## src/source/fads_frontend_settings.svh

```systemverilog
`ifndef FADS_FRONTEND_SETTINGS_SVH
`define FADS_FRONTEND_SETTINGS_SVH

//////////////////////////////////////////////////
// data path widths
//////////////////////////////////////////////////

`define SAMPLE_W    14              // adc / dac sample width
`define BUS_W       32              // system bus data and address

//////////////////////////////////////////////////
// system bus map
//////////////////////////////////////////////////

`define REGION_MSB  22              // region field, 8 regions
`define REGION_LSB  20
`define OFS_W       20              // offset field below the region bits

`define HK_ID       32'h4641_4453   // read-only id word in region 0

//////////////////////////////////////////////////
// multiplexer sequencer
//////////////////////////////////////////////////

`define MUX_ADDR_W  3               // S2..S0 on the mux board
`define MUX_CH_W    6               // active channel mask
`define MUX_SETTLE  4               // cycles before the signal is stable
`define DWELL_W     16              // dwell counter width
`define DWELL_RST   16              // dwell length after reset

`endif

```

## src/source/fads_frontend_pkg.sv

```systemverilog
`include "fads_frontend_settings.svh"

package fads_frontend_pkg;

  typedef logic signed [`SAMPLE_W-1:0] sample_t;  // two's complement
  typedef logic        [`SAMPLE_W-1:0] pin_word_t; // neg-slope offset binary

  // address bits 22:20
  typedef enum logic [2:0] {
    REG_HK     = 3'd0,
    REG_FREE_1 = 3'd1,
    REG_FREE_2 = 3'd2,
    REG_FREE_3 = 3'd3,
    REG_FREE_4 = 3'd4,
    REG_FREE_5 = 3'd5,
    REG_MUX    = 3'd6,
    REG_FREE_7 = 3'd7
  } region_e;

  typedef enum logic [`OFS_W-1:0] {
    HK_ID    = 'h0,
    HK_CTRL  = 'h4,   // bit 0 digital loop
    HK_OFS_A = 'h8,
    HK_OFS_B = 'hC
  } hk_reg_e;

  typedef enum logic [`OFS_W-1:0] {
    MUX_ACTIVE    = 'h0,
    MUX_DWELL_LEN = 'h4
  } mux_reg_e;

  typedef enum logic [1:0] {
    MUX_IDLE,
    MUX_SETTLE,
    MUX_DWELL
  } mux_state_e;

  // sign bit kept, the rest inverted; the rule is its own inverse
  function automatic sample_t to_sample(input pin_word_t pin);
    return sample_t'({pin[`SAMPLE_W-1], ~pin[`SAMPLE_W-2:0]});
  endfunction

  function automatic pin_word_t to_pin(input sample_t smp);
    return pin_word_t'({smp[`SAMPLE_W-1], ~smp[`SAMPLE_W-2:0]});
  endfunction

endpackage

```

## src/source/sys_bus_decoder.sv

```systemverilog
`timescale 1ns/1ns
`include "fads_frontend_settings.svh"

module sys_bus_decoder (
  input  logic              adc_clk,
  input  logic              reset_i,
  input  logic [`BUS_W-1:0] sys_addr_i,
  input  logic              sys_wen_i,
  input  logic              sys_ren_i,
  input  logic [`BUS_W-1:0] hk_rdata_i,
  input  logic              hk_ack_i,
  input  logic              hk_err_i,
  input  logic [`BUS_W-1:0] mux_rdata_i,
  input  logic              mux_ack_i,
  input  logic              mux_err_i,
  output logic              hk_wen_o,
  output logic              hk_ren_o,
  output logic              mux_wen_o,
  output logic              mux_ren_o,
  output logic [`BUS_W-1:0] sys_rdata_o,
  output logic              sys_ack_o,
  output logic              sys_err_o
);
  import fads_frontend_pkg::*;

  region_e region;    // region of the current access
  region_e region_q;  // region of last strobe, routes the answer
  logic    strobe;
  logic    unused;

  assign region = region_e'(sys_addr_i[`REGION_MSB:`REGION_LSB]);
  assign strobe = sys_wen_i | sys_ren_i;
  assign unused = (region != REG_HK) && (region != REG_MUX);

  // strobe fan-out
  assign hk_wen_o  = sys_wen_i && (region == REG_HK);
  assign hk_ren_o  = sys_ren_i && (region == REG_HK);
  assign mux_wen_o = sys_wen_i && (region == REG_MUX);
  assign mux_ren_o = sys_ren_i && (region == REG_MUX);

  always_ff @(posedge adc_clk)
  begin
    if (reset_i)
      region_q <= REG_HK;
    else if (strobe)
      region_q <= region;   // held until the next access
  end

  //////////////////////////////////////////////////
  // answer merge
  //////////////////////////////////////////////////

  always_comb
  begin
    sys_rdata_o = '0;
    sys_ack_o   = 1'b0;
    sys_err_o   = 1'b0;
    if (strobe && unused)
      sys_ack_o = 1'b1;          // free region, same-cycle zero answer
    else if (region_q == REG_HK)
    begin
      sys_rdata_o = hk_rdata_i;
      sys_ack_o   = hk_ack_i;
      sys_err_o   = hk_err_i;
    end
    else if (region_q == REG_MUX)
    begin
      sys_rdata_o = mux_rdata_i;
      sys_ack_o   = mux_ack_i;
      sys_err_o   = mux_err_i;
    end
  end

endmodule

```

## src/source/hk_regs.sv

```systemverilog
`timescale 1ns/1ns
`include "fads_frontend_settings.svh"

module hk_regs (
  input  logic                        adc_clk,
  input  logic                        reset_i,
  input  logic [`BUS_W-1:0]           sys_addr_i,
  input  logic [`BUS_W-1:0]           sys_wdata_i,
  input  logic                        sys_wen_i,
  input  logic                        sys_ren_i,
  output logic [`BUS_W-1:0]           sys_rdata_o,
  output logic                        sys_ack_o,
  output logic                        sys_err_o,
  output logic                        loop_en_o,
  output fads_frontend_pkg::sample_t  offset_a_o,
  output fads_frontend_pkg::sample_t  offset_b_o
);
  import fads_frontend_pkg::*;

  hk_reg_e ofs;
  logic    loop_en_q;
  sample_t offset_a_q;
  sample_t offset_b_q;

  assign ofs = hk_reg_e'(sys_addr_i[`OFS_W-1:0]);

  always_ff @(posedge adc_clk)
  begin
    if (reset_i)
    begin
      loop_en_q   <= 1'b0;
      offset_a_q  <= '0;
      offset_b_q  <= '0;
      sys_ack_o   <= 1'b0;
      sys_err_o   <= 1'b0;
      sys_rdata_o <= '0;
    end
    else
    begin
      sys_ack_o <= sys_wen_i | sys_ren_i;  // answer one cycle later
      sys_err_o <= 1'b0;
      if (sys_wen_i)
      begin
        case (ofs)
          HK_ID    : ;                                   // read only
          HK_CTRL  : loop_en_q  <= sys_wdata_i[0];
          HK_OFS_A : offset_a_q <= sample_t'(sys_wdata_i[`SAMPLE_W-1:0]);
          HK_OFS_B : offset_b_q <= sample_t'(sys_wdata_i[`SAMPLE_W-1:0]);
          default  : sys_err_o  <= 1'b1;
        endcase
      end
      if (sys_ren_i)
      begin
        case (ofs)
          HK_ID    : sys_rdata_o <= `HK_ID;
          HK_CTRL  : sys_rdata_o <= {{(`BUS_W-1){1'b0}}, loop_en_q};
          HK_OFS_A : sys_rdata_o <= {{(`BUS_W-`SAMPLE_W){offset_a_q[`SAMPLE_W-1]}}, offset_a_q};
          HK_OFS_B : sys_rdata_o <= {{(`BUS_W-`SAMPLE_W){offset_b_q[`SAMPLE_W-1]}}, offset_b_q};
          default  :
          begin
            sys_rdata_o <= '0;
            sys_err_o   <= 1'b1;   // not in the map
          end
        endcase
      end
    end
  end

  assign loop_en_o  = loop_en_q;
  assign offset_a_o = offset_a_q;
  assign offset_b_o = offset_b_q;

endmodule

```

## src/source/channel_path.sv

```systemverilog
`timescale 1ns/1ns
`include "fads_frontend_settings.svh"

module channel_path (
  input  logic                         adc_clk,
  input  logic                         reset_i,
  input  fads_frontend_pkg::pin_word_t adc_dat_i,
  input  logic                         loop_en_i,
  input  fads_frontend_pkg::sample_t   offset_i,
  output fads_frontend_pkg::sample_t   sample_o
);
  import fads_frontend_pkg::*;

  pin_word_t                 pin_q;     // io register, no reset
  sample_t                   adc_s;
  sample_t                   src_s;
  logic signed [`SAMPLE_W:0] sum;       // one guard bit
  sample_t                   sat_s;
  sample_t                   sample_q;

  always_ff @(posedge adc_clk)
    pin_q <= adc_dat_i;

  assign adc_s = to_sample(pin_q);                // neg slope to two's complement
  assign src_s = loop_en_i ? sample_q : adc_s;    // digital loop takes own output
  assign sum   = {src_s[`SAMPLE_W-1], src_s} + {offset_i[`SAMPLE_W-1], offset_i};

  // guard and top bit disagree on overflow
  always_comb
  begin
    if (!sum[`SAMPLE_W] && sum[`SAMPLE_W-1])
      sat_s = {1'b0, {(`SAMPLE_W-1){1'b1}}};       // +8191
    else if (sum[`SAMPLE_W] && !sum[`SAMPLE_W-1])
      sat_s = {1'b1, {(`SAMPLE_W-1){1'b0}}};       // -8192
    else
      sat_s = sum[`SAMPLE_W-1:0];
  end

  always_ff @(posedge adc_clk)
  begin
    if (reset_i)
      sample_q <= '0;
    else
      sample_q <= sat_s;
  end

  assign sample_o = sample_q;

endmodule

```

## src/source/dac_serializer.sv

```systemverilog
`timescale 1ns/1ns

module dac_serializer (
  input  logic                         adc_clk,
  input  logic                         reset_i,
  input  fads_frontend_pkg::sample_t   sample_a_i,
  input  fads_frontend_pkg::sample_t   sample_b_i,
  output fads_frontend_pkg::pin_word_t dac_dat_o,
  output logic                         dac_sel_o,
  output logic                         dac_rst_o
);
  import fads_frontend_pkg::*;

  logic      sel_q;
  pin_word_t dat_q;
  logic      rst_q;

  // data picked by the next select value, so both flops stay aligned
  always_ff @(posedge adc_clk)
  begin
    if (reset_i)
    begin
      sel_q <= 1'b0;
      dat_q <= to_pin('0);              // midscale, 0x1FFF
    end
    else
    begin
      sel_q <= ~sel_q;                  // interleave a / b
      dat_q <= ~sel_q ? to_pin(sample_b_i)   // sel high carries b
                      : to_pin(sample_a_i);
    end
  end

  always_ff @(posedge adc_clk)
    rst_q <= reset_i;                   // dac reset follows one cycle late

  assign dac_dat_o = dat_q;
  assign dac_sel_o = sel_q;
  assign dac_rst_o = rst_q;

endmodule

```

## src/source/mux_sequencer.sv

```systemverilog
`timescale 1ns/1ns
`include "fads_frontend_settings.svh"

module mux_sequencer (
  input  logic                   adc_clk,
  input  logic                   reset_i,
  input  logic [`BUS_W-1:0]      sys_addr_i,
  input  logic [`BUS_W-1:0]      sys_wdata_i,
  input  logic                   sys_wen_i,
  input  logic                   sys_ren_i,
  output logic [`BUS_W-1:0]      sys_rdata_o,
  output logic                   sys_ack_o,
  output logic                   sys_err_o,
  output logic [`MUX_ADDR_W-1:0] mux_addr_o,
  output logic                   signal_stable_o
);
  import fads_frontend_pkg::*;

  mux_reg_e               ofs;
  logic [`MUX_CH_W-1:0]   active_q;
  logic [`DWELL_W-1:0]    dwell_q;
  logic                   wr_active;
  mux_state_e             state_q;
  logic [`DWELL_W-1:0]    cnt_q;
  logic [`MUX_ADDR_W-1:0] addr_q;

  // next higher enabled channel after cur, wrapping at the mask width
  function automatic logic [`MUX_ADDR_W-1:0] next_ch(input logic [`MUX_CH_W-1:0]   mask,
                                                      input logic [`MUX_ADDR_W-1:0] cur);
    logic [`MUX_ADDR_W-1:0] ch;
    logic                   found;
    ch      = cur;
    found   = 1'b0;
    next_ch = cur;
    for (int i = 0; i < `MUX_CH_W; i++)
    begin
      ch = (ch == `MUX_ADDR_W'(`MUX_CH_W-1)) ? '0 : ch + 1'b1;
      if (!found && mask[ch])
      begin
        next_ch = ch;
        found   = 1'b1;
      end
    end
  endfunction

  assign ofs       = mux_reg_e'(sys_addr_i[`OFS_W-1:0]);
  assign wr_active = sys_wen_i && (ofs == MUX_ACTIVE);

  //////////////////////////////////////////////////
  // region 6 registers
  //////////////////////////////////////////////////

  always_ff @(posedge adc_clk)
  begin
    if (reset_i)
    begin
      active_q    <= '0;
      dwell_q     <= `DWELL_W'(`DWELL_RST);
      sys_ack_o   <= 1'b0;
      sys_err_o   <= 1'b0;
      sys_rdata_o <= '0;
    end
    else
    begin
      sys_ack_o <= sys_wen_i | sys_ren_i;
      sys_err_o <= (sys_wen_i | sys_ren_i) && (ofs != MUX_ACTIVE) && (ofs != MUX_DWELL_LEN);
      if (wr_active)
        active_q <= sys_wdata_i[`MUX_CH_W-1:0];
      if (sys_wen_i && (ofs == MUX_DWELL_LEN))
        dwell_q <= sys_wdata_i[`DWELL_W-1:0];
      if (sys_ren_i)
      begin
        case (ofs)
          MUX_ACTIVE    : sys_rdata_o <= `BUS_W'(active_q);
          MUX_DWELL_LEN : sys_rdata_o <= `BUS_W'(dwell_q);
          default       : sys_rdata_o <= '0;
        endcase
      end
    end
  end

  //////////////////////////////////////////////////
  // channel walk
  //////////////////////////////////////////////////

  always_ff @(posedge adc_clk)
  begin
    if (reset_i)
    begin
      state_q <= MUX_IDLE;
      cnt_q   <= '0;
      addr_q  <= '0;
    end
    else if (wr_active)             // new mask restarts at lowest channel
    begin
      cnt_q <= '0;
      if (sys_wdata_i[`MUX_CH_W-1:0] == '0)
      begin
        state_q <= MUX_IDLE;
        addr_q  <= '0;
      end
      else
      begin
        state_q <= MUX_SETTLE;
        addr_q  <= next_ch(sys_wdata_i[`MUX_CH_W-1:0], `MUX_ADDR_W'(`MUX_CH_W-1));
      end
    end
    else
    begin
      case (state_q)
        MUX_IDLE : ;                  // empty mask, waits for a mask write
        MUX_SETTLE :
        begin
          cnt_q <= cnt_q + 1'b1;
          if (cnt_q == `DWELL_W'(`MUX_SETTLE-1))
          begin
            state_q <= MUX_DWELL;     // analog path has settled
            cnt_q   <= '0;
          end
        end
        default :
        begin
          cnt_q <= cnt_q + 1'b1;
          if (cnt_q + 1'b1 >= dwell_q)  // zero dwell acts as one
          begin
            state_q <= MUX_SETTLE;
            addr_q  <= next_ch(active_q, addr_q);
            cnt_q   <= '0;
          end
        end
      endcase
    end
  end

  assign mux_addr_o      = addr_q;
  assign signal_stable_o = (state_q == MUX_DWELL);

endmodule

```

## src/source/fads_frontend_top.sv

```systemverilog
`timescale 1ns/1ns
`include "fads_frontend_settings.svh"

module fads_frontend_top (
  input  logic                   adc_clk,
  input  logic                   reset_i,
  input  logic [`SAMPLE_W-1:0]   adc_dat_a_i,    // adc ch1 pins
  input  logic [`SAMPLE_W-1:0]   adc_dat_b_i,    // adc ch2 pins
  input  logic [`BUS_W-1:0]      sys_addr_i,
  input  logic [`BUS_W-1:0]      sys_wdata_i,
  input  logic                   sys_wen_i,
  input  logic                   sys_ren_i,
  output logic [`BUS_W-1:0]      sys_rdata_o,
  output logic                   sys_ack_o,
  output logic                   sys_err_o,
  output logic [`SAMPLE_W-1:0]   dac_dat_o,      // interleaved dac word
  output logic                   dac_sel_o,
  output logic                   dac_rst_o,
  output logic [`MUX_ADDR_W-1:0] mux_addr_o,     // S2..S0
  output logic                   signal_stable_o
);

  logic                        hk_wen, hk_ren, hk_ack, hk_err;
  logic                        mux_wen, mux_ren, mux_ack, mux_err;
  logic [`BUS_W-1:0]           hk_rdata;
  logic [`BUS_W-1:0]           mux_rdata;
  logic                        loop_en;
  logic        [`SAMPLE_W-1:0] adc_pin [2];
  logic signed [`SAMPLE_W-1:0] offset  [2];
  logic signed [`SAMPLE_W-1:0] sample  [2];

  //////////////////////////////////////////////////
  // bus decode and slaves
  //////////////////////////////////////////////////

  sys_bus_decoder u_sys_bus_decoder (
    .adc_clk     (adc_clk),
    .reset_i     (reset_i),
    .sys_addr_i  (sys_addr_i),
    .sys_wen_i   (sys_wen_i),
    .sys_ren_i   (sys_ren_i),
    .hk_rdata_i  (hk_rdata),
    .hk_ack_i    (hk_ack),
    .hk_err_i    (hk_err),
    .mux_rdata_i (mux_rdata),
    .mux_ack_i   (mux_ack),
    .mux_err_i   (mux_err),
    .hk_wen_o    (hk_wen),
    .hk_ren_o    (hk_ren),
    .mux_wen_o   (mux_wen),
    .mux_ren_o   (mux_ren),
    .sys_rdata_o (sys_rdata_o),
    .sys_ack_o   (sys_ack_o),
    .sys_err_o   (sys_err_o)
  );

  hk_regs u_hk_regs (
    .adc_clk     (adc_clk),
    .reset_i     (reset_i),
    .sys_addr_i  (sys_addr_i),
    .sys_wdata_i (sys_wdata_i),
    .sys_wen_i   (hk_wen),
    .sys_ren_i   (hk_ren),
    .sys_rdata_o (hk_rdata),
    .sys_ack_o   (hk_ack),
    .sys_err_o   (hk_err),
    .loop_en_o   (loop_en),
    .offset_a_o  (offset[0]),
    .offset_b_o  (offset[1])
  );

  mux_sequencer u_mux_sequencer (
    .adc_clk         (adc_clk),
    .reset_i         (reset_i),
    .sys_addr_i      (sys_addr_i),
    .sys_wdata_i     (sys_wdata_i),
    .sys_wen_i       (mux_wen),
    .sys_ren_i       (mux_ren),
    .sys_rdata_o     (mux_rdata),
    .sys_ack_o       (mux_ack),
    .sys_err_o       (mux_err),
    .mux_addr_o      (mux_addr_o),
    .signal_stable_o (signal_stable_o)
  );

  //////////////////////////////////////////////////
  // analog channels
  //////////////////////////////////////////////////

  assign adc_pin[0] = adc_dat_a_i;
  assign adc_pin[1] = adc_dat_b_i;

  for (genvar ch = 0; ch < 2; ch++)
  begin : g_ch
    channel_path u_channel_path (
      .adc_clk   (adc_clk),
      .reset_i   (reset_i),
      .adc_dat_i (adc_pin[ch]),
      .loop_en_i (loop_en),      // shared digital loop bit
      .offset_i  (offset[ch]),
      .sample_o  (sample[ch])
    );
  end

  dac_serializer u_dac_serializer (
    .adc_clk    (adc_clk),
    .reset_i    (reset_i),
    .sample_a_i (sample[0]),
    .sample_b_i (sample[1]),
    .dac_dat_o  (dac_dat_o),
    .dac_sel_o  (dac_sel_o),
    .dac_rst_o  (dac_rst_o)
  );

endmodule

```

## config.mk

```make
export PLATFORM = sky130hd
export DESIGN_NAME = fads_frontend_top
export DESIGN_NICKNAME = d
export VERILOG_FILES = /design/src/source/fads_frontend_pkg.sv /design/src/source/sys_bus_decoder.sv /design/src/source/hk_regs.sv /design/src/source/channel_path.sv /design/src/source/dac_serializer.sv /design/src/source/mux_sequencer.sv /design/src/source/fads_frontend_top.sv
export VERILOG_INCLUDE_DIRS = /design/src /design/src/source
export SDC_FILE = /design/constraint.sdc
export NUM_CORES = 1
export LEC_CHECK = 0
export ABC_AREA = 1
export BUFFER_PORTS_ARGS = -buffer_cell sky130_fd_sc_hd__buf_2
export CELL_PAD_IN_SITES_DETAIL_PLACEMENT = 1
export CELL_PAD_IN_SITES_GLOBAL_PLACEMENT = 2
export CORE_AREA = 2 2 181 183
export CTS_CLUSTER_DIAMETER = 150
export CTS_CLUSTER_SIZE = 10
export DETAILED_ROUTE_END_ITERATION = 10
export DIE_AREA = 0 0 183 185
export PLACE_DENSITY_LB_ADDON = 0.2
export SYNTH_ARGS = -nofsm -noshare
export SYNTH_HDL_FRONTEND = slang
export SYNTH_SLANG_ARGS = --single-unit
```

## constraint.sdc

```tcl
create_clock -name adc_clk -period 6.95 [get_ports adc_clk]
set_clock_uncertainty 0.1 [all_clocks]
set_input_delay 1.0425 -clock adc_clk [delete_from_list [all_inputs] [get_ports adc_clk]]
set_output_delay 1.0425 -clock adc_clk [all_outputs]
set_load 0.05 [all_outputs]
```

==> implementation parameters <==
Parameter                              Value

Run status
  Result of the run    completed

Worst setup path
  Startpoint Class    flip-flop
  Cell type group with the largest total delay on the critical path    simple AND/OR/NAND/NOR gates
  Length in cells of the worst reg-to-reg path    22
  Startpoint of the worst setup timing path    u_mux_sequencer.cnt_q[0]
  Required time reported for the critical path endpoint    7.22 ns
  Worst path depth    22
  Ordered list of cells on the worst path    ha_1 > nand3_1 > nor2_1 > nand3_1 > nor2_1 > nand2_1 > nor3_2 > nand3_1 > xor2_1 > inv_1 > ha_1 > nand2_1 > inv_1 > nand3_1 > inv_1 > a21oi_1 > nand3_1 > nand2_1 > nand2_1 > nor2_1 > nand2_1 > a21oi_1
  Arrival time at the worst endpoint    4.59 ns
  Type of the worst setup path    reg -> reg
  Slowest CP cell    nor2_1
  Startpoint of the worst register-to-register path    u_mux_sequencer.cnt_q[0]
  Highest cell delay on the worst timing path    0.80 ns
  Worst path buffer plus inverter count    3
  Critical path capture point type    flip-flop
  Reg-to-reg setup timing slack    2.63 ns
  Largest fanout on the critical path    14

Pwr
  Clock share of power    43.5%
  Share of power burned in combinational logic    7.6%
  Post-layout total power    2.22 mW
  Total net switching power    613 uW
  Max rail drop VDD    174 uV
  Internal power consumption    1.61 mW
  Power per standard cell area    204 mW/mm^2
  Leakage component of the power    4.78 nW
  Part of the total power dissipated in sequential elements    49.0%
  Sw Ratio    27.6%

Place
  Port-buffer cells    124
  Final weighted congestion in routability-driven placement    0.845
  Detailed placement HPWL    22.9 mm
  Worst slack at placement    2.61 ns
  Number of cells after detailed placement    1783

Global route
  Overflow left after global routing    0
  Largest net degree at the start of global routing    58
  GR Util met3    2.85%
  Met1 track demand over resource    24.8%
  Global routing met2 resource utilization    29.2%
  GR peak layer    met2
  Wire length of the first global-routing pass    46.7 mm
  Number of antenna violations at the first check in global routing    0
  Number of global-route vias before repair    8586
  Global router's overall resource usage    17.8%

CTS
  Clock transition at the registers of the reported paths    0.08 ns
  Later-pin clock latency in the skew report    0.44 ns
  Count of instances resized after the clock tree is built    0
  Total number of clock tree sinks    182
  Number of buffers inserted by hold repair at cts    0
  Cts bufs inserted    17
  Maximum clock path buffer count    2
  Clock tree from TritonCTS    yes
  Number of setup buffers added after CTS    0
  Level count of the clock H-tree    4
  Root Buffer Master    clkbuf_16

Min path
  Worst Hold Path Cells    1
  HP Start    g_ch[0].u_channel_path.sample_o[8]
  Worst hold path class    reg -> reg

Floorplan
  Die footprint    0.0339 sq mm
  Die Span Y    185 microns
  Number of placement rows    66
  Die W    183 microns
  Initial Utilization    29.5%
  Standard cell core area    0.0320 sq mm
  Top-Level Pins    150

Timing
  Setup violations, final    0
  Shortest period the worst path allows    4.32 ns
  Peak Freq    231 MHz
  RSZ-0062 raised after global routing    false
  Final setup slack of the worst path    2.63 ns
  Fin Setup TNS    0 ns
  Post-route clock period utilization    62.2%
  Number of pins exceeding their max-slew limit in the final report    0
  Worst slew pin tran    1.07 ns
  Final Hold Fails    0
  Max transition margin    28.6%

Drt
  Total Routed Length    29.5 mm
  Via count    8564
  1st-iter DRT viols    376
  Number of antenna-violating nets in the routed design    0
  WL/cell    16.3 microns
  Vias per Instance    4.72
  DRC    0
  Number of search-and-repair iterations in the first detailed-routing pass    5

Yosys
  Sequential element share of the synthesized area    38.5%
  Number of warning messages in the yosys log    0
  Cell count after synthesis    1309
  Avg Inst Size Synth    7.22 sq um
  Syn Std Cell Area    0.00946 sq mm
  Mapped Nets    1452
  Synthesis-stage register bit count    182
  Count of different cell masters after synthesis    45

Finish
  Net count, final    1537
  Proportion of layout cells with a drive suffix above 1    14.2%
  Core occupancy in the finished layout    34.0%
  Count of antenna diodes in the layout    0
  Filler-free cell count of the finished design    1815
  Area grow syn2layout    15.1%

Run
  Maxcap violations    0
==> Yosys cell counts (all sizes together) <==
cell | number | share of area, %
nand3b | 3 | 0.24
o221ai | 1 | 0.093
and2 | 1 | 0.066
buf | 26 | 1.8
o21ai | 137 | 7.3
nand2 | 244 | 10
xnor2 | 12 | 1.1
xor2 | 26 | 2.4
ha | 45 | 6.0
a31oi | 3 | 0.20
inv | 179 | 7.1
a311oi | 1 | 0.093
dfxtp | 182 | 39
mux2 | 2 | 0.24
fa | 2 | 0.42
nor3 | 15 | 0.85
o22ai | 16 | 1.1
o21bai | 1 | 0.079
o211ai | 3 | 0.24
a21boi | 3 | 0.24
nand3 | 78 | 4.6
nand4 | 10 | 0.66
a21oi | 109 | 5.8
nor2 | 131 | 5.8
clkbuf | 36 | 1.4
nor4 | 8 | 0.53
o31ai | 3 | 0.24
a211oi | 29 | 2.3
a21o | 3 | 0.24
==> registers in the layout (all words and copies together), names as in the netlist, 15 cells and up <==
name                          cells
g_ch.u_channel_path.sample_o     28
u_hk_regs.sys_rdata_o            15
u_mux_sequencer.cnt_q            16
g_ch.u_channel_path.pin_q        28
u_mux_sequencer.sys_rdata_o      16
u_mux_sequencer.dwell_q          16
==> per-layer routing <==
| metal | part of all wire [%] | vias up |
|---|---|---|
| li1 | - | 4464 |
| met1 | 50 | 3964 |
| met2 | 46 | 130 |
| met3 | 3.2 | 6 |
| met4 | 0.53 | 0 |
| met5 | 0 | - |
==> final timing paths <==
kind                                   endpoint
setup reg to reg       u_mux_sequencer.cnt_q[5]
hold / removal    u_dac_serializer.dac_dat_o[8]
hold reg to reg   u_dac_serializer.dac_dat_o[8]
setup / recovery       u_mux_sequencer.cnt_q[5]
==> cell families after synthesis <==
family	synth area share, %
AND/OR/NAND/NOR	23.0
AO/OA/AOI/OAI	18.0
buffers and inverters	10.3
flip-flops	38.5
adder cells (fa/ha/maj)	6.38
XOR/XNOR	3.52
multiplexers	0.238
==> cells in the final DEF, fill, tap and decap left out, drive strengths merged, types with 8 or more instances in the layout <==
master  count
nand4      10
nor3       15
clkbuf     18
xor2       26
a211oi     29
ha         45
xnor2      12
o21ai     137
nor4        8
dfxtp     182
nand2     244
nor2      131
o22ai      16
a21oi     109
nand3      78
inv       189
buf       128
==> power groups by stage <==
stage	Sequential [mW]	Combinational, mW	Clock (mW)
final	1.09	0.168	0.965
after global routing	1.09	0.187	1.05
after CTS	1.09	0.171	0.992
after detailed placement	1.11	0.170	0
after global placement	1.11	0.168	0
after floorplan	1.13	0.0821	0
==> layout make-up <==
cell class | count | area [sq um]
multi-input cells | 886 | 4830
fillers | 4000 | 21200
inverters | 179 | 672
repair buffers | 128 | 651
well taps | 408 | 510
clock buffers | 18 | 439
flip-flops and latches | 182 | 3640
clock inverters | 14 | 131
==> metrics by stage <==
stage | area (sq um) | hold WS (ns)
2_1_floorplan | 9460 | 0.312
3_3_place_gp | 10300 | 0.329
3_5_place_dp | 10300 | 0.334
4_1_cts | 10900 | 0.342
5_1_grt | 10900 | 0.361
6_report | 10900 | 0.340
Note: power is estimated with default switching activity, not from simulation.
